<file path="config.mk">
export PLATFORM = sky130hd
export DESIGN_NAME = cache_mhu_top
export DESIGN_NICKNAME = d
export VERILOG_FILES = /design/src/rtl/mhu_pkg.sv /design/src/rtl/miss_queue.sv /design/src/rtl/line_state_store.sv /design/src/rtl/victim_select.sv /design/src/rtl/miss_sequencer.sv /design/src/rtl/cache_mhu_top.sv
export SDC_FILE = /design/constraint.sdc
export NUM_CORES = 2
export LEC_CHECK = 0
export ABC_AREA = 0
export BUFFER_PORTS_ARGS = -buffer_cell sky130_fd_sc_hd__buf_2
export CAP_MARGIN = 20
export CORE_ASPECT_RATIO = 1.2
export CORE_UTILIZATION = 70
export CTS_BUF_LIST = sky130_fd_sc_hd__clkbuf_2 sky130_fd_sc_hd__clkbuf_4 sky130_fd_sc_hd__clkbuf_8
export CTS_CLUSTER_SIZE = 12
export DETAILED_ROUTE_END_ITERATION = 6
export PLACE_DENSITY_LB_ADDON = 0.08
export REMOVE_ABC_BUFFERS = 1
export SLEW_MARGIN = 20
export SYNTH_ARGS = -nofsm -noshare
export SYNTH_HDL_FRONTEND = slang
export SYNTH_HIERARCHICAL = 1
export SYNTH_SLANG_ARGS = --single-unit
</file>
<file path="constraint.sdc">
create_clock -name clk_i -period 11.8 [get_ports clk_i]
set_input_delay 2.36 -clock clk_i [delete_from_list [all_inputs] [get_ports clk_i]]
set_output_delay 2.36 -clock clk_i [all_outputs]
set_load 0.03 [all_outputs]
</file>
<file path="src/rtl/mhu_pkg.sv">
package mhu_pkg;

  // Cache geometry.
  localparam int ADDR_W      = 32;
  localparam int DATA_W      = 32;
  localparam int ID_W        = 4;
  localparam int WAYS        = 4;
  localparam int SETS        = 16;
  localparam int BLOCK_WORDS = 4;

  // Address layout is {tag, index, word, byte}.
  localparam int WAY_W    = $clog2(WAYS);
  localparam int INDEX_W  = $clog2(SETS);
  localparam int WORD_W   = $clog2(BLOCK_WORDS);
  localparam int BYTE_W   = $clog2(DATA_W / 8);
  localparam int MASK_W   = DATA_W / 8;
  localparam int OFFSET_W = WORD_W + BYTE_W;
  localparam int TAG_W    = ADDR_W - INDEX_W - OFFSET_W;

  // Bit 0 of the pseudo-LRU tree is the root, bit 1 the left pair and bit 2 the right pair.
  localparam int LRU_W     = WAYS - 1;
  localparam int LRU_ROOT  = 0;
  localparam int LRU_LEFT  = 1;
  localparam int LRU_RIGHT = 2;

  // Miss queue sizing.
  localparam int QUEUE_DEPTH = 4;
  localparam int QPTR_W      = $clog2(QUEUE_DEPTH);
  localparam int QCNT_W      = $clog2(QUEUE_DEPTH + 1);

  typedef struct packed {
    logic [ID_W-1:0]   id;
    logic [ADDR_W-1:0] addr;
    logic              write_not_read;
    logic [DATA_W-1:0] data;
    logic [MASK_W-1:0] mask;
  } miss_entry_t;

  typedef struct packed {
    logic [WAY_W-1:0]   way;
    logic [INDEX_W-1:0] index;
    logic [TAG_W-1:0]   refill_tag;
    logic               evict;
    logic [TAG_W-1:0]   evict_tag;
  } dma_cmd_t;

  typedef struct packed {
    logic               write_not_read;
    logic [ID_W-1:0]    id;
    logic [WAY_W-1:0]   way;
    logic [INDEX_W-1:0] index;
    logic [WORD_W-1:0]  word;
    logic [DATA_W-1:0]  data;
    logic [MASK_W-1:0]  mask;
  } data_pkt_t;

  typedef struct packed {
    logic [WAYS-1:0]             valid;
    logic [WAYS-1:0]             dirty;
    logic [WAYS-1:0][TAG_W-1:0]  tag;
    logic [LRU_W-1:0]            lru;
  } line_state_t;

  typedef struct packed {
    logic [INDEX_W-1:0] index;
    logic [WAY_W-1:0]   way;
    logic [TAG_W-1:0]   tag;
    logic               dirty;
    logic [LRU_W-1:0]   lru;
  } line_update_t;

endpackage

</file>
<file path="src/rtl/miss_queue.sv">
module miss_queue
  import mhu_pkg::*;
(
  input  logic        clk_i,
  input  logic        reset_i,
  input  logic        push_v_i,
  input  miss_entry_t push_i,
  output logic        ready_o,
  output logic        head_v_o,
  output miss_entry_t head_o,
  input  logic        pop_i
);

  miss_entry_t mem_r [QUEUE_DEPTH];

  logic [QPTR_W-1:0] wr_ptr_r;
  logic [QPTR_W-1:0] rd_ptr_r;
  logic [QCNT_W-1:0] count_r;
  logic [QCNT_W-1:0] count_n;
  logic              ready_r;
  logic              push;
  logic              pop;

  assign push = push_v_i & ready_r;
  assign pop  = pop_i & head_v_o;

  // Count after this cycle's push and pop.
  assign count_n = count_r + QCNT_W'(push) - QCNT_W'(pop);

  assign ready_o  = ready_r;
  assign head_v_o = (count_r != '0);
  assign head_o   = mem_r[rd_ptr_r];

  always_ff @(posedge clk_i) begin
    if (reset_i) begin
      wr_ptr_r <= '0;
      rd_ptr_r <= '0;
      count_r  <= '0;
      ready_r  <= 1'b0;
    end else begin
      if (push) begin
        wr_ptr_r <= wr_ptr_r + 1'b1;
      end
      if (pop) begin
        rd_ptr_r <= rd_ptr_r + 1'b1;
      end
      count_r <= count_n;
      // Ready for the next cycle follows the updated count.
      ready_r <= (count_n != QCNT_W'(QUEUE_DEPTH));
    end
  end

  always_ff @(posedge clk_i) begin
    if (push) begin
      mem_r[wr_ptr_r] <= push_i;
    end
  end

endmodule

</file>
<file path="src/rtl/line_state_store.sv">
module line_state_store
  import mhu_pkg::*;
(
  input  logic               clk_i,
  input  logic               reset_i,
  input  logic [INDEX_W-1:0] index_i,
  output line_state_t        state_o,
  input  logic               update_v_i,
  input  line_update_t       update_i
);

  logic [SETS-1:0][WAYS-1:0]            valid_r;
  logic [SETS-1:0][WAYS-1:0]            dirty_r;
  logic [SETS-1:0][WAYS-1:0][TAG_W-1:0] tag_r;
  logic [SETS-1:0][LRU_W-1:0]           lru_r;

  // Combinational read of the selected set.
  always_comb begin
    state_o.valid = valid_r[index_i];
    state_o.dirty = dirty_r[index_i];
    state_o.tag   = tag_r[index_i];
    state_o.lru   = lru_r[index_i];
  end

  // Status bits.
  always_ff @(posedge clk_i) begin
    if (reset_i) begin
      valid_r <= '0;
      dirty_r <= '0;
      lru_r   <= '0;
    end else if (update_v_i) begin
      valid_r[update_i.index][update_i.way] <= 1'b1;
      dirty_r[update_i.index][update_i.way] <= update_i.dirty;
      lru_r[update_i.index]                 <= update_i.lru;
    end
  end

  // Tag of the filled way.
  always_ff @(posedge clk_i) begin
    if (update_v_i) begin
      tag_r[update_i.index][update_i.way] <= update_i.tag;
    end
  end

endmodule

</file>
<file path="src/rtl/victim_select.sv">
module victim_select
  import mhu_pkg::*;
(
  input  line_state_t      state_i,
  output logic [WAY_W-1:0] way_o,
  output logic             evict_o
);

  logic             invalid_found;
  logic [WAY_W-1:0] invalid_way;
  logic [WAY_W-1:0] lru_way;

  // Lowest-numbered invalid way.
  always_comb begin
    invalid_found = 1'b0;
    invalid_way   = '0;
    for (int w = WAYS - 1; w >= 0; w--) begin
      if (!state_i.valid[w]) begin
        invalid_found = 1'b1;
        invalid_way   = WAY_W'(w);
      end
    end
  end

  // The root bit picks the pair and the leaf bit picks the way in it.
  always_comb begin
    if (state_i.lru[LRU_ROOT]) begin
      lru_way = {1'b1, state_i.lru[LRU_RIGHT]};
    end else begin
      lru_way = {1'b0, state_i.lru[LRU_LEFT]};
    end
  end

  assign way_o = invalid_found ? invalid_way : lru_way;

  // Only a valid dirty line needs a writeback.
  assign evict_o = state_i.valid[way_o] & state_i.dirty[way_o];

endmodule

</file>
<file path="src/rtl/miss_sequencer.sv">
module miss_sequencer
  import mhu_pkg::*;
(
  input  logic               clk_i,
  input  logic               reset_i,

  // Miss queue head.
  input  logic               head_v_i,
  input  miss_entry_t        head_i,
  output logic               pop_o,

  // Line state.
  output logic [INDEX_W-1:0] index_o,
  input  line_state_t        state_i,
  input  logic [WAY_W-1:0]   victim_way_i,
  input  logic               victim_evict_i,
  output logic               update_v_o,
  output line_update_t       update_o,

  // DMA.
  output logic               dma_cmd_v_o,
  output dma_cmd_t           dma_cmd_o,
  input  logic               dma_done_i,

  // Data memory.
  output logic               data_v_o,
  output data_pkt_t          data_o,
  input  logic               data_yumi_i,

  output logic               busy_o
);

  typedef enum logic [1:0] {
    IDLE,
    WAIT_DMA,
    DRAIN,
    COMMIT
  } state_e;

  state_e   state_r;
  state_e   state_n;
  dma_cmd_t cmd_r;
  logic     set_dirty_r;

  logic [TAG_W-1:0]   head_tag;
  logic [INDEX_W-1:0] head_index;
  logic [WORD_W-1:0]  head_word;
  logic               head_match;
  logic [LRU_W-1:0]   new_lru;

  assign head_tag   = head_i.addr[OFFSET_W + INDEX_W +: TAG_W];
  assign head_index = head_i.addr[OFFSET_W +: INDEX_W];
  assign head_word  = head_i.addr[BYTE_W +: WORD_W];

  // Head belongs to the block currently being refilled.
  assign head_match = head_v_i & (head_tag == cmd_r.refill_tag) & (head_index == cmd_r.index);

  assign index_o = (state_r == IDLE) ? head_index : cmd_r.index;
  assign busy_o  = (state_r != IDLE);

  // Command is held stable from issue until done.
  assign dma_cmd_v_o = (state_r == WAIT_DMA);
  assign dma_cmd_o   = cmd_r;

  assign data_v_o              = (state_r == DRAIN) & head_match;
  assign data_o.write_not_read = head_i.write_not_read;
  assign data_o.id             = head_i.id;
  assign data_o.way            = cmd_r.way;
  assign data_o.index          = cmd_r.index;
  assign data_o.word           = head_word;
  assign data_o.data           = head_i.data;
  assign data_o.mask           = head_i.mask;

  assign pop_o = data_v_o & data_yumi_i;

  // New LRU bits point away from the filled way.
  always_comb begin
    new_lru           = state_i.lru;
    new_lru[LRU_ROOT] = ~cmd_r.way[1];
    if (!cmd_r.way[1]) begin
      new_lru[LRU_LEFT] = ~cmd_r.way[0];
    end else begin
      new_lru[LRU_RIGHT] = ~cmd_r.way[0];
    end
  end

  assign update_v_o     = (state_r == COMMIT);
  assign update_o.index = cmd_r.index;
  assign update_o.way   = cmd_r.way;
  assign update_o.tag   = cmd_r.refill_tag;
  assign update_o.dirty = set_dirty_r;
  assign update_o.lru   = new_lru;

  always_comb begin
    state_n = state_r;
    case (state_r)
      IDLE: begin
        if (head_v_i) begin
          state_n = WAIT_DMA;
        end
      end
      WAIT_DMA: begin
        if (dma_done_i) begin
          state_n = DRAIN;
        end
      end
      // Leave once the head is empty or a different block.
      DRAIN: begin
        if (!head_match) begin
          state_n = COMMIT;
        end
      end
      COMMIT: begin
        state_n = IDLE;
      end
      default: begin
        state_n = IDLE;
      end
    endcase
  end

  always_ff @(posedge clk_i) begin
    if (reset_i) begin
      state_r     <= IDLE;
      set_dirty_r <= 1'b0;
    end else begin
      state_r <= state_n;
      if (state_r == IDLE) begin
        set_dirty_r <= 1'b0;
      end else if (pop_o && head_i.write_not_read) begin
        set_dirty_r <= 1'b1;
      end
    end
  end

  // Capture the primary miss's block and its victim.
  always_ff @(posedge clk_i) begin
    if (state_r == IDLE && head_v_i) begin
      cmd_r.way        <= victim_way_i;
      cmd_r.index      <= head_index;
      cmd_r.refill_tag <= head_tag;
      cmd_r.evict      <= victim_evict_i;
      cmd_r.evict_tag  <= state_i.tag[victim_way_i];
    end
  end

endmodule

</file>
<file path="src/rtl/cache_mhu_top.sv">
module cache_mhu_top
  import mhu_pkg::*;
(
  input  logic        clk_i,
  input  logic        reset_i,

  input  logic        miss_v_i,
  input  miss_entry_t miss_i,
  output logic        miss_ready_o,

  output logic        dma_cmd_v_o,
  output dma_cmd_t    dma_cmd_o,
  input  logic        dma_done_i,

  output logic        data_v_o,
  output data_pkt_t   data_o,
  input  logic        data_yumi_i,

  output logic        idle_o
);

  logic               head_v;
  miss_entry_t        head;
  logic               pop;
  logic [INDEX_W-1:0] index;
  line_state_t        line_state;
  logic [WAY_W-1:0]   victim_way;
  logic               victim_evict;
  logic               update_v;
  line_update_t       update;
  logic               busy;

  miss_queue i_miss_queue (
    .clk_i   (clk_i),
    .reset_i (reset_i),
    .push_v_i(miss_v_i),
    .push_i  (miss_i),
    .ready_o (miss_ready_o),
    .head_v_o(head_v),
    .head_o  (head),
    .pop_i   (pop)
  );

  line_state_store i_line_state_store (
    .clk_i     (clk_i),
    .reset_i   (reset_i),
    .index_i   (index),
    .state_o   (line_state),
    .update_v_i(update_v),
    .update_i  (update)
  );

  victim_select i_victim_select (
    .state_i(line_state),
    .way_o  (victim_way),
    .evict_o(victim_evict)
  );

  miss_sequencer i_miss_sequencer (
    .clk_i         (clk_i),
    .reset_i       (reset_i),
    .head_v_i      (head_v),
    .head_i        (head),
    .pop_o         (pop),
    .index_o       (index),
    .state_i       (line_state),
    .victim_way_i  (victim_way),
    .victim_evict_i(victim_evict),
    .update_v_o    (update_v),
    .update_o      (update),
    .dma_cmd_v_o   (dma_cmd_v_o),
    .dma_cmd_o     (dma_cmd_o),
    .dma_done_i    (dma_done_i),
    .data_v_o      (data_v_o),
    .data_o        (data_o),
    .data_yumi_i   (data_yumi_i),
    .busy_o        (busy)
  );

  // Idle only with nothing queued and nothing in flight.
  assign idle_o = ~head_v & ~busy;

endmodule

</file>
# Word level (Yosys, flattened, before mapping)
# Memory sizes are Yosys's and may differ from the RTL's. A register that Yosys moved wholly into a read port is not among the register bits.
# Cells that the tools add are included.
[word_totals]
output_inout_bits = 108
ff_bits = 1778
n_memories = 1
inputBits = 78
wordCells = 213
ramBits = 292
[op_classes]
n_eq_ne = 9
n_reduce_logical = 9
n_addsub = 4
n_lt_le_gt_ge = 6
muxes = 48
bitwise = 13
[mem_list]
columns = ["memory", "words", "width", "read_ports", "rd_ports_with_merged_regs", "wr", "line", "rtl"]
rows = [
  ["i_miss_queue.mem_r", 4, 73, 1, 1, 1, "miss_queue.sv:14", "miss_entry_t mem_r [QUEUE_DEPTH];"],
]
[ops]
columns = ["cell", "n"]
rows = [
  ["$bwmux 1536", 1],
  ["$bmux 96 s4", 1],
  ["$demux 96 s4", 1],
  ["$mux 96", 2],
  ["$bwmux 64", 1],
  ["$or 64x64->64", 1],
  ["$bmux 24 s2", 1],
  ["$bwmux 48", 1],
  ["$demux 24 s2", 1],
  ["$mux 24", 2],
  ["$bmux 4 s4", 2],
  ["$eq 24x24->1", 1],
  ["$mux 2", 11],
  ["$demux 4 s4", 1],
  ["$mux 4", 4],
  ["$bmux 3 s4", 1],
  ["$demux 3 s4", 1],
  ["$mux 1", 11],
  ["$lt 4x5->1 const B", 2],
  ["$and 1x1->1", 8],
  ["$pmux 2 s4", 1],
  ["$lt 2x3->1 const B", 2],
  ["$mux 3", 2],
  ["$add 2x1->2 const B", 2],
  ["19 further kinds", 28],
]

# Logic depth before layout (Yosys ltp)
[logic_depth]
depth_word = 12
depth_mapped = 17
ltp_nobuf = 12

# Hierarchy
# The synthesis kept the hierarchy.
[by_module_without_submodules]
columns = ["mod", "cells_per_inst", "seq_area_each_um2", "instances", "area_each_um2"]
rows = [
  ["line_state_store", 3324, 49647.6, 1, 65739.3],
  ["miss_queue", 432, 8968.6, 1, 11134.4],
  ["miss_sequencer", 237, 1711.6, 1, 3445.8],
  ["victim_select", 21, 0.0, 1, 136.4],
  ["cache_mhu_top", 1, 0.0, 1, 3.8],
]

# Least setup slack after synthesis
# Ideal clock, no wire load.
[synth_path]
kind = "input port to flip-flop"
start = "in miss_v_i"
end = "mem i_miss_queue/mem_r[0][0] in the netlist's numbering, enable pin"
path_slack_ns = 6.984
arrival_ns = 4.376
setup_time_ns = 0.439
path_buffers = 1
path_stages = 2
required_time_ns = 11.361
path_cell_list = "clkbuf_1 > and3_1"
[synth_between]
elab_chain_cells = 3
[synth_lines]
columns = ["item", "line", "rtl"]
rows = [
  ["start: declaration", "cache_mhu_top.sv:7", "input logic miss_v_i,"],
  ["$and 1x1->1", "miss_queue.sv:24", "assign push = push_v_i & ready_r;"],
  ["$mux 1", "miss_queue.sv:54", "if (push) begin"],
  ["$mux 1 (implied by the code)", "miss_queue.sv:55", "mem_r[wr_ptr_r] <= push_i;"],
  ["end: declaration", "miss_queue.sv:14", ""],
]
# Every way passes these cells.

==> summary.txt <==
Run status
  – Status: complete, but fails checks
  – Failing checks: DRC

Flow run
  – Max Cap Viol: 0

Detailed routing
  – Drt drc: 6
  – DR iter-0 viols: 5696
  – Routed WL: 189300 µm
  – DR vias/cell: approximately 7.0
  – DRT Pass-1 Iters: 7
  – Total number of vias: 41664
  – WL/cell: 31.68 µm
  – Detail Route Antenna Nets: 0

Clocking
  – Clk sinks: ~2100
  – # H-tree levels: 5
  – Clock-pin slew on the worst setup and hold paths: ~0.06 ns
  – Insertion delay to the later sink of the worst-skew pair: 0.99 ns
  – Root Buffer: clkbuf_8
  – CTS buffer count: 316
  – Resized Gates After CTS: 0
  – CTS tree: done
  – Hold buffer count at CTS: 0
  – CTS max path bufs: 4
  – Post-CTS setup buffers: 0

Floorplan
  – Rows: around 140
  – IO Pins: ~190
  – Die width: 310.9 µm
  – Initial core utilization: 0.7084
  – Die Area: 115900 µm²
  – Die H: 372.7 µm
  – Core region area: 113200 µm²

Synth
  – Synth Instances: 4005
  – Synth warnings: 6
  – Synth Cell Area: 80170 µm²
  – Avg Inst Size Synth: 20.02 µm²

Pwr
  – Power Density: 199.8 nW/µm²
  – P_sw: 5.003 mW
  – Internal: 12.56 mW
  – Leakage: 27.90 nW
  – Clk pwr share: 0.310
  – Flop pwr share: 0.477
  – Switching share of power: 0.2849
  – Combinational power share: 0.212
  – Total power: 17.56 mW
  – Worst-case vdd ir drop: 0.0001752 V

Critical path
  – FF-to-FF End: i_miss_sequencer/dma_cmd_o[10]
  – CP arrival: 4.55 ns
  – Worst Setup End Kind: output port
  – Worst Reg-to-Reg Cells: 10
  – WS Path Type: flop to output port
  – Critical Path Fanout Max: between 40 and 50
  – CP endpoint: data_v_o
  – Internal reg-to-reg setup slack: 5.83 ns
  – Required @ worst endpoint: roughly 9.4 ns
  – Worst Setup Start Kind: flop

Placement
  – Placed cells: 5438
  – Port bufs: approximately 180
  – Post-DP HPWL: between 100000 and 150000 µm
  – RePlAce Congestion: between 0.8 and 0.9
  – Placed cell area: 82130 µm²

Finish
  – Layout Cells excl Fill: 5976
  – Synthesis-to-finish area growth: 9.638%
  – Fraction of layout cells with a size suffix above 1: 0.3141
  – Fin util: 0.7767
  – Design Area, Final: 87900 µm²
  – Commonest non-fill, non-tap cells in the layout: edfxtp_1, mux4_2, clkbuf_8
  – Final net count: around 4300
  – Commonest non-fill, non-tap cell in the layout: edfxtp_1

Timing
  – Hold Vio Cnt, Final: 0
  – Setup Skew: 0.04797 ns
  – Relative slew slack: 0.2255
  – Max Slew Vio Count: 0
  – Worst-Margin Slew: between 1 and 1.5 ns
  – # setup viols final: 0
  – Max Clk Rate: around 140 MHz
  – Fraction of the cycle the final worst path needs: 0.5852
  – Final min period: 6.906 ns
  – RSZ-0062 raised after global routing: false
  – Setup TNS: 0 ns

Global route
  – Initial antenna violation count: 16
  – Vias in the first global route: 42762
  – Largest net degree at the start of global routing: 145
  – Global-route wire length before repair: approximately 270000 µm
  – GRT overflow: 0
  – Aggregate global-route resource usage: 0.3283

Min path
  – Min-delay worst type: flop to flop
-- final cells by class --
class	count	area (µm²)
inverters	12	45.04
flip-flops and latches	2064	60100
well taps	1507	1886
clock inverters	101	485.5
fillers	5795	25270
diodes	12	30.03
clock buffers	424	5223
repair buffers	305	1892
multi-input cells	1551	18240
-- worst min path at each step --
stage                                   startpoint                             end  slack, ns  cells after the start
finish              i_line_state_store/valid_r[26]  i_line_state_store/valid_r[26]       0.46                      2
global route        i_line_state_store/valid_r[26]  i_line_state_store/valid_r[26]       0.49                      2
CTS                 i_line_state_store/valid_r[26]  i_line_state_store/valid_r[26]       0.47                      2
detailed placement  i_line_state_store/valid_r[26]  i_line_state_store/valid_r[26]       0.45                      2
global placement    i_line_state_store/valid_r[40]  i_line_state_store/valid_r[40]       0.44                      2
floorplan           i_line_state_store/valid_r[10]  i_line_state_store/valid_r[10]       0.43                      2
-- power by group through the flow --
stage	Clock, mW	Combinational, mW	Sequential (mW)
after CTS	5.50	3.71	8.37
after global placement	0	3.57	8.52
after global routing	5.82	3.89	8.38
after detailed placement	0	3.69	8.53
after floorplan	0	2.84	8.71
final	5.45	3.73	8.38
-- routing by layer --
| metal | track usage | vias to the layer above | share of wire |
|---|---|---|---|
| met3 | 0.07063 | 406 | 0.11 |
| met4 | 0.1367 | 10 | 0.041 |
| met2 | 0.5361 | 2717 | 0.50 |
| li1 | - | 16987 | - |
| met5 | 0 | - | 0.00030 |
| met1 | 0.4369 | 21544 | 0.35 |
-- stage by stage --
stage	worst slack [ns]	hold WS (ns)
finish	4.894	0.4638
global route	4.558	0.4864
CTS	4.701	0.4669
detailed placement	5.763	0.4536
global placement	5.794	0.4407
floorplan	-5.622	0.4315
-- sequential cells by signal, summed over array words and instances (netlist names), named ones only --
register	cells
i_line_state_store/valid_r	64
i_miss_queue/mem_r	284
i_line_state_store/tag_r	1536
i_miss_sequencer/state_r	2
i_line_state_store/lru_r	48
i_miss_queue/ready_o	1
i_miss_queue/rd_ptr_r	2
i_line_state_store/dirty_r	64
i_miss_queue/wr_ptr_r	2
i_miss_sequencer/dma_cmd_o	49
i_miss_queue/count_r	3
i_miss_sequencer/data_o	6
i_miss_sequencer/set_dirty_r	1
-- worst max-delay path, stage by stage (launching register included) --
cell and delay, ns:
dfxtp_4 0.71, buf_4 0.77, mux4_2 0.64, xnor2_1 0.18, nand4_1 0.26, nor4_4 0.52, and2_1 0.19, buf_2 0.20
Power figures use the tool's default switching activity.
